--- src/gpu_params.svh ---
`ifndef GPU_PARAMS_SVH
`define GPU_PARAMS_SVH

// lanes per warp
`define NUM_THREADS 4

// warps per core
`define NUM_WARPS 4

// hardware barriers
`define NUM_BARRIERS 4

// warp id width, clog2 of NUM_WARPS
`define NW_BITS 2

// barrier id width, clog2 of NUM_BARRIERS
`define NB_BITS 2

`endif
--- src/warp_ctl_pkg.sv ---
`include "gpu_params.svh"

package warp_ctl_pkg;

    typedef struct packed {
        logic                    valid;
        logic [`NUM_THREADS-1:0] tmask;
    } tmc_t;

    typedef struct packed {
        logic                  valid;
        logic [`NUM_WARPS-1:0] wmask;
        logic [31:0]           pc;
    } wspawn_t;

    typedef struct packed {
        logic                    valid;
        logic                    diverged;
        logic [`NUM_THREADS-1:0] then_mask;
        logic [`NUM_THREADS-1:0] else_mask;
        logic [31:0]             pc;
    } split_t;

    typedef struct packed {
        logic                valid;
        logic [`NB_BITS-1:0] id;
        logic [`NW_BITS-1:0] size_m1;
    } barrier_t;

    // broadcast to the warp tables on commit
    typedef struct packed {
        logic                valid;
        logic [`NW_BITS-1:0] wid;
        tmc_t                tmc;
        wspawn_t             wspawn;
        split_t              split;
        barrier_t            barrier;
    } warp_ctl_t;

endpackage

--- src/gpu_types_pkg.sv ---
`include "gpu_params.svh"

package gpu_types_pkg;

    typedef enum logic [1:0] {
        GPU_TMC    = 2'd0,
        GPU_WSPAWN = 2'd1,
        GPU_SPLIT  = 2'd2,
        GPU_BAR    = 2'd3
    } gpu_op_e;

    // barrier view of the lane-0 operand
    typedef struct packed {
        logic [31-`NB_BITS:0] rsvd;
        logic [`NB_BITS-1:0]  id;
    } gpu_bar_arg_t;

    // lane-0 rs1, a count for tmc/wspawn or a barrier id for bar
    typedef union packed {
        logic [31:0]  count;
        gpu_bar_arg_t bar;
    } gpu_arg_u;

    typedef struct packed {
        logic                                valid;
        logic [`NW_BITS-1:0]                 wid;
        logic [`NUM_THREADS-1:0]             tmask;
        logic [31:0]                         pc;
        logic [31:0]                         next_pc;
        gpu_op_e                             op;
        // bit 0 of each lane is the split taken flag
        gpu_arg_u [`NUM_THREADS-1:0]         rs1;
        logic [31:0]                         rs2;
    } gpu_req_t;

    typedef struct packed {
        logic                    valid;
        logic [`NW_BITS-1:0]     wid;
        logic [`NUM_THREADS-1:0] tmask;
        logic [31:0]             pc;
    } gpu_commit_t;

endpackage

--- src/gpu_ctl_top.sv ---
`timescale 1ns/1ps
`include "gpu_params.svh"

module gpu_ctl_top import gpu_types_pkg::*, warp_ctl_pkg::*; (
    input  logic                    clk,
    input  logic                    rst_n,
    input  gpu_req_t                req,
    output logic                    req_ready,
    output gpu_commit_t             commit,
    input  logic                    commit_ready,
    output logic [`NUM_WARPS-1:0]   schedulable,
    output logic                    sched_valid,
    output logic [`NW_BITS-1:0]     sched_wid,
    output logic [`NUM_THREADS-1:0] sched_tmask,
    output logic [31:0]             sched_pc
);

    warp_ctl_t                               warp_ctl;
    logic [`NUM_WARPS-1:0]                   active_warps;
    logic [`NUM_WARPS-1:0]                   waiting_warps;
    logic [`NUM_WARPS-1:0][`NUM_THREADS-1:0] warp_tmask;
    logic [`NUM_WARPS-1:0][31:0]             warp_pc;

    gpu_unit i_gpu_unit (
        .clk          (clk),
        .rst_n        (rst_n),
        .req          (req),
        .req_ready    (req_ready),
        .commit       (commit),
        .commit_ready (commit_ready),
        .warp_ctl     (warp_ctl)
    );

    // both tables see the same commit broadcast
    warp_mask_table i_warp_mask_table (
        .clk          (clk),
        .rst_n        (rst_n),
        .warp_ctl     (warp_ctl),
        .active_warps (active_warps),
        .warp_tmask   (warp_tmask),
        .warp_pc      (warp_pc)
    );

    barrier_table i_barrier_table (
        .clk           (clk),
        .rst_n         (rst_n),
        .warp_ctl      (warp_ctl),
        .waiting_warps (waiting_warps)
    );

    warp_sched i_warp_sched (
        .active_warps  (active_warps),
        .waiting_warps (waiting_warps),
        .warp_tmask    (warp_tmask),
        .warp_pc       (warp_pc),
        .schedulable   (schedulable),
        .sched_valid   (sched_valid),
        .sched_wid     (sched_wid),
        .sched_tmask   (sched_tmask),
        .sched_pc      (sched_pc)
    );

endmodule

--- src/warp_sched.sv ---
`timescale 1ns/1ps
`include "gpu_params.svh"

module warp_sched (
    input  logic [`NUM_WARPS-1:0]                   active_warps,
    input  logic [`NUM_WARPS-1:0]                   waiting_warps,
    input  logic [`NUM_WARPS-1:0][`NUM_THREADS-1:0] warp_tmask,
    input  logic [`NUM_WARPS-1:0][31:0]             warp_pc,
    output logic [`NUM_WARPS-1:0]                   schedulable,
    output logic                                    sched_valid,
    output logic [`NW_BITS-1:0]                     sched_wid,
    output logic [`NUM_THREADS-1:0]                 sched_tmask,
    output logic [31:0]                             sched_pc
);

    assign schedulable = active_warps & ~waiting_warps;
    assign sched_valid = |schedulable;

    // fixed priority, lowest id wins
    always_comb begin
        sched_wid = '0;
        for (int i = `NUM_WARPS - 1; i >= 0; i--) begin
            if (schedulable[i]) begin
                sched_wid = `NW_BITS'(i);
            end
        end
    end

    assign sched_tmask = warp_tmask[sched_wid];
    assign sched_pc    = warp_pc[sched_wid];

endmodule

--- src/barrier_table.sv ---
`timescale 1ns/1ps
`include "gpu_params.svh"

module barrier_table import warp_ctl_pkg::*; (
    input  logic                  clk,
    input  logic                  rst_n,
    input  warp_ctl_t             warp_ctl,
    output logic [`NUM_WARPS-1:0] waiting_warps
);

    // arrivals still waiting, per barrier
    logic [`NUM_BARRIERS-1:0][`NW_BITS-1:0]  count_q;
    logic [`NUM_BARRIERS-1:0][`NUM_WARPS-1:0] wait_q;
    logic                                     bar_fire;
    logic [`NB_BITS-1:0]                      bar_id;
    logic                                     bar_release;

    assign bar_fire = warp_ctl.valid && warp_ctl.barrier.valid;
    assign bar_id   = warp_ctl.barrier.id;

    // size_m1 warps already parked means this arrival completes the set
    assign bar_release = (count_q[bar_id] == warp_ctl.barrier.size_m1);

    always_ff @(posedge clk) begin
        if (!rst_n) begin
            count_q <= '0;
            wait_q  <= '0;
        end else if (bar_fire) begin
            if (bar_release) begin
                count_q[bar_id] <= '0;
                wait_q[bar_id]  <= '0;
            end else begin
                count_q[bar_id]               <= count_q[bar_id] + `NW_BITS'(1);
                wait_q[bar_id][warp_ctl.wid]  <= 1'b1;
            end
        end
    end

    always_comb begin
        waiting_warps = '0;
        for (int b = 0; b < `NUM_BARRIERS; b++) begin
            waiting_warps = waiting_warps | wait_q[b];
        end
    end

    // a parked warp cannot issue a second bar
    for (genvar w = 0; w < `NUM_WARPS; w++) begin : g_chk
        logic [`NUM_BARRIERS-1:0] member;

        for (genvar b = 0; b < `NUM_BARRIERS; b++) begin : g_col
            assign member[b] = wait_q[b][w];
        end

        a_one_barrier: assert property (@(posedge clk) disable iff (!rst_n)
            $onehot0(member));
    end

endmodule

--- src/warp_mask_table.sv ---
`timescale 1ns/1ps
`include "gpu_params.svh"

module warp_mask_table import warp_ctl_pkg::*; (
    input  logic                                   clk,
    input  logic                                   rst_n,
    input  warp_ctl_t                              warp_ctl,
    output logic [`NUM_WARPS-1:0]                  active_warps,
    output logic [`NUM_WARPS-1:0][`NUM_THREADS-1:0] warp_tmask,
    output logic [`NUM_WARPS-1:0][31:0]            warp_pc
);

    logic [`NUM_WARPS-1:0]                   active_q;
    logic [`NUM_WARPS-1:0][`NUM_THREADS-1:0] tmask_q;
    logic [`NUM_WARPS-1:0][31:0]             pc_q;
    logic                                    tmc_fire;
    logic                                    wspawn_fire;
    logic                                    split_fire;

    assign tmc_fire    = warp_ctl.valid && warp_ctl.tmc.valid;
    assign wspawn_fire = warp_ctl.valid && warp_ctl.wspawn.valid;
    // uniform splits leave the mask alone
    assign split_fire  = warp_ctl.valid && warp_ctl.split.valid && warp_ctl.split.diverged;

    always_ff @(posedge clk) begin
        if (!rst_n) begin
            // only warp 0 runs out of reset
            active_q <= `NUM_WARPS'(1);
            for (int i = 0; i < `NUM_WARPS; i++) begin
                tmask_q[i] <= (i == 0) ? {`NUM_THREADS{1'b1}} : '0;
                pc_q[i]    <= 32'd0;
            end
        end else begin
            if (tmc_fire) begin
                tmask_q[warp_ctl.wid]  <= warp_ctl.tmc.tmask;
                active_q[warp_ctl.wid] <= |warp_ctl.tmc.tmask;
            end

            if (wspawn_fire) begin
                for (int i = 0; i < `NUM_WARPS; i++) begin
                    // the spawning warp keeps its own state
                    if (warp_ctl.wspawn.wmask[i] && (`NW_BITS'(i) != warp_ctl.wid)) begin
                        active_q[i] <= 1'b1;
                        tmask_q[i]  <= {`NUM_THREADS{1'b1}};
                        pc_q[i]     <= warp_ctl.wspawn.pc;
                    end
                end
            end

            // else side is not kept without the ipdom stack
            if (split_fire) begin
                tmask_q[warp_ctl.wid] <= warp_ctl.split.then_mask;
            end
        end
    end

    assign active_warps = active_q;
    assign warp_tmask   = tmask_q;
    assign warp_pc      = pc_q;

    for (genvar w = 0; w < `NUM_WARPS; w++) begin : g_chk
        a_active_has_lanes: assert property (@(posedge clk) disable iff (!rst_n)
            active_q[w] |-> (|tmask_q[w]));
    end

endmodule

--- src/gpu_unit.sv ---
`timescale 1ns/1ps
`include "gpu_params.svh"

module gpu_unit import gpu_types_pkg::*, warp_ctl_pkg::*; (
    input  logic        clk,
    input  logic        rst_n,
    input  gpu_req_t    req,
    output logic        req_ready,
    output gpu_commit_t commit,
    input  logic        commit_ready,
    output warp_ctl_t   warp_ctl
);

    logic                    stall;
    logic                    fire;
    logic [`NUM_THREADS-1:0] taken;
    logic [`NUM_THREADS-1:0] then_mask;
    logic [`NUM_THREADS-1:0] else_mask;
    gpu_commit_t             commit_d;
    gpu_commit_t             commit_q;
    warp_ctl_t               ctl_d;
    warp_ctl_t               ctl_q;

    for (genvar i = 0; i < `NUM_THREADS; i++) begin : g_taken
        assign taken[i] = req.rs1[i].count[0];
    end

    assign then_mask = req.tmask & taken;
    assign else_mask = req.tmask & ~taken;

    always_comb begin
        commit_d.valid = req.valid;
        commit_d.wid   = req.wid;
        commit_d.tmask = req.tmask;
        commit_d.pc    = req.pc;

        ctl_d.valid = req.valid;
        ctl_d.wid   = req.wid;

        // lanes below the count stay on
        ctl_d.tmc.valid = (req.op == GPU_TMC);
        for (int i = 0; i < `NUM_THREADS; i++) begin
            ctl_d.tmc.tmask[i] = (32'(i) < req.rs1[0].count);
        end

        ctl_d.wspawn.valid = (req.op == GPU_WSPAWN);
        for (int i = 0; i < `NUM_WARPS; i++) begin
            ctl_d.wspawn.wmask[i] = (32'(i) < req.rs1[0].count);
        end
        ctl_d.wspawn.pc = req.rs2;

        ctl_d.split.valid     = (req.op == GPU_SPLIT);
        ctl_d.split.diverged  = (|then_mask) && (|else_mask);
        ctl_d.split.then_mask = then_mask;
        ctl_d.split.else_mask = else_mask;
        ctl_d.split.pc        = req.next_pc;

        ctl_d.barrier.valid   = (req.op == GPU_BAR);
        ctl_d.barrier.id      = req.rs1[0].bar.id;
        ctl_d.barrier.size_m1 = `NW_BITS'(req.rs2 - 32'd1);
    end

    assign stall     = commit_q.valid && !commit_ready;
    assign fire      = commit_q.valid && commit_ready;
    assign req_ready = !stall;

    // one slot, held while the commit side stalls
    always_ff @(posedge clk) begin
        if (!rst_n) begin
            commit_q.valid <= 1'b0;
            ctl_q.valid    <= 1'b0;
        end else if (!stall) begin
            commit_q <= commit_d;
            ctl_q    <= ctl_d;
        end
    end

    assign commit = commit_q;

    always_comb begin
        warp_ctl       = ctl_q;
        warp_ctl.valid = fire;
    end

endmodule

--- config.mk ---
export PLATFORM = sky130hd
export DESIGN_NAME = gpu_ctl_top
export DESIGN_NICKNAME = d
export VERILOG_FILES = /design/src/warp_ctl_pkg.sv /design/src/gpu_types_pkg.sv /design/src/gpu_ctl_top.sv /design/src/warp_sched.sv /design/src/barrier_table.sv /design/src/warp_mask_table.sv /design/src/gpu_unit.sv
export VERILOG_INCLUDE_DIRS = /design/src
export SDC_FILE = /design/constraint.sdc
export NUM_CORES = 1
export LEC_CHECK = 0
export BUFFER_PORTS_ARGS = -buffer_cell sky130_fd_sc_hd__buf_2
export CAP_MARGIN = 10
export CORE_UTILIZATION = 45
export DETAILED_ROUTE_END_ITERATION = 8
export PLACE_DENSITY = 0.74
export RECOVER_POWER = 100
export SLEW_MARGIN = 20
export SYNTH_ARGS = -nofsm -noshare
export SYNTH_HDL_FRONTEND = slang
export SYNTH_SLANG_ARGS = --single-unit
--- constraint.sdc ---
create_clock -name clk -period 3.35 [get_ports clk]
set_clock_uncertainty 0.2 [all_clocks]
set_input_delay 0 -clock clk [delete_from_list [all_inputs] [get_ports clk]]
set_output_delay 0 -clock clk [all_outputs]
set_load 0.01 [all_outputs]
==> reports/metrics.cfg <==
[die]
ioPinCount = 319
placeableCoreArea_um2 = 22600
start_util = 0.459
dieWidth_um = 154
rows = 55
die_h_um = 154
die_area_um2 = 23700

[grt]
grt_pass1_vias = 8919
grt_usage = 0.241
antenna_found_initial = 0
grt_pass1_wl_um = 45600
grt-ovfl-total = 0
grt_max_degree = 89

[synthesis]
synth_edf_count = 87
yosysTopAreaCell = dfxtp_1
yosysSeqAreaShare = 0.585
avgSynthCellArea_um2 = 9.81
synth_area_um2 = 10400
ys_async_sr_fraction = 0
synth.ff_latch_count = 260
synth_top_area_frac = 0.333
synthCells = 1059
synth_area_leaders = dfxtp_1 33%, edfxtp_1 25%, nand2_1 10%, a21boi_0 9.4%, o22ai_1 4.0%
synth_nets = 1295
ys_types = 43
ys_warn_count = 0
yosys_most_used_dff = dfxtp_1

[setup_path]
startpoint = i_barrier_table.g_chk[2].member[0]
r2r-start = i_gpu_unit.commit[38]
crit_chain = or4b_1, or2_1, clkinv_4, o31a_2, buf_12, o22ai_1, a21oi_1, clkbuf_1
path_delay_family = simple AND/OR/NAND/NOR gates
slowest_delay_ns = 0.49
cp_max_fo = 22
crit_required_ns = 3.15
worstPathArrival_ns = 2.97
critPathKind = flip-flop to output port
crit_slowest_cell = or4b_1
endpoint_kind = output port
cp_num_buf_inv = 3
start_kind = flip-flop

[clock_network]
root_buffer = clkbuf_16
clk_latency_ns = 0.54
cts_tree = built
cts-htree-levels = 1
cts_made_buffers = 28
numClockSinks = 260
clk_pin_slew_ns = 0.06
clk_path_buf_depth = 3
postCtsSetupBuffers = 0

[timing]
fin_crit_ns = 3.17
slew_headroom = -0.355
post-route-period-util = 0.946
rsz0062_at_grt = false
fmax_mhz = 315
slew_violations = 40
worst_slack_ns = 0.180
fin_setup_tns_ns = 0
finalHoldViolCount = 0
setup_violations = 0
fin_worst_hold_slack_ns = 0.0533
worst-slew-pin-transition_ns = 2.03

[final_layout]
post-route-util = 0.616
diodes = 0
drive_gt1_frac = 0.135
fin_nets = 1621
nFillCells = 1903
syn_to_final_growth_pct = 34.2

[pwr]
p_per_area_nw_per_um2 = 503
ir_drop_v = 0.000439
leakagePower_nw = 4.97

[drt]
post_drt_wl_per_cell_um = 16.9
drtIter0Drc = 716
vias = 9035
wirelength_um = 28700
drc = 0
ant_nets = 0
dr.pass1.iters = 5
viasPerCell = 5.34

[worst_hold_path]
worstHoldStart = req[19]
min_path_type = primary input to flip-flop

[placement]
io_buffers = 193
dp_slack_ns = 0.784
hpwlAfterDp_um = 16300
gp_congestion = 0.834

[status]
violations = max-capacitance violations, max-slew violations
status = finished with violations

[run]
cap_viol_max_count = 1

-- final timing paths --
kind                                   end  slack (ns)  depth (start not counted)
min reg2reg  i_warp_mask_table.warp_pc[18]        0.26                          2
max reg2reg  i_warp_mask_table.warp_pc[73]        0.34                          5
max                            sched_pc[7]        0.18                          8
min                i_gpu_unit.warp_ctl[66]        0.05                          2
-- report_power, final --
part           internal [W]  leakage, nW  switching (W)  total [W]
combinational      0.000265         2.29       0.000259   0.000524
clock               0.00182        0.446        0.00122    0.00304
sequential          0.00337         2.23      0.0000719    0.00344
total               0.00546         4.97        0.00155    0.00701
-- worst reg2reg max path: stages, from the launching register on --
cell and delay [ns]:
dfxtp_1 0.50, and3_1 0.38, and3_1 0.60, clkbuf_1 0.92, nand2_1 0.12, a21boi_0 0.20
-- synth_stat cells (all sizes together), types with 5 or more instances --
library cell and n:
a21boi 130, a21oi 49, a31oi 16, and2 7, and3 5, buf 18
clkbuf 56, dfxtp 173, edfxtp 87, inv 10, mux2 5, mux2i 18
nand2 285, nand2b 6, nand3 14, nor2 33, nor3 12, nor4 11
o21ai 23, o221a 5, o22ai 66
-- placed cells by master, fill, tap and decap left out, types with 3 or more instances in the layout --
master,count
nand3_1,12
mux2i_1,18
a21boi_0,130
clkbuf_16,30
a21oi_2,9
clkbuf_1,99
nor2_1,33
nand4_1,4
a31oi_1,16
o221a_2,5
clkinv_1,3
inv_1,10
nor3_1,12
clkbuf_2,3
o21ai_0,23
dfxtp_1,173
and2_1,4
clkbuf_8,5
nand2b_1,6
o311a_1,3
and3_1,5
and2_0,3
buf_4,14
buf_2,104
nor4_1,11
xnor2_1,3
dlygate4sd3_1,157
or3_1,3
mux2_2,5
nor2b_1,4
o22ai_1,66
nand2_1,284
edfxtp_1,87
a21oi_1,40
-- cell families after synthesis --
group	share of synthesized area
AO/OA/AOI/OAI	0.195
flip-flops	0.585
multiplexers	0.0271
XOR/XNOR	0.00253
buffers and inverters	0.0367
AND/OR/NAND/NOR	0.154
-- area by class of cell --
class	instances	area, um^2	share of cell area
tap	285	357	0.0256
sequential	260	6080	0.436
inverter	12	50.0	0.00359
timing repair buffer	370	2590	0.186
multi-input combinational	713	3940	0.283
clock inverter	8	72.6	0.00521
clock buffer	44	853	0.0612
-- registers in the layout, summed over array words and instances, names as in the netlist --
signal	flops
i_warp_mask_table.warp_tmask	16
i_gpu_unit.warp_ctl	49
i_warp_mask_table.active_warps	4
i_barrier_table.g_chk.member	16
i_gpu_unit.commit	39
i_warp_mask_table.warp_pc	128
i_barrier_table.count_q	8
-- stage by stage --
| stage | total power, W | std cells | instance area (um^2) |
|---|---|---|---|
| after global routing | 0.00726 | 1692 | 13900 |
| after global placement | 0.00389 | 1483 | 11600 |
| after detailed placement | 0.00390 | 1483 | 11600 |
| final | 0.00701 | 1692 | 13900 |
| after floorplan | 0.00371 | 1059 | 10400 |
| after CTS | 0.00706 | 1691 | 14100 |
-- metal layers --
metal | global-route usage | vias up | share of wire
met2 | 0.418 | 306 | 0.49
met1 | 0.305 | 4296 | 0.43
met5 | 0 | - | 0
met3 | 0.0366 | 49 | 0.061
met4 | 0.0814 | 0 | 0.024
li1 | - | 4384 | -
-- repair_timing --
action                                 in CTS  in global routing
gates resized for setup                     0                  0
hold buffers                              156                  1
endpoints found under the hold margin     139                  1
Power figures use the tool's default switching activity.
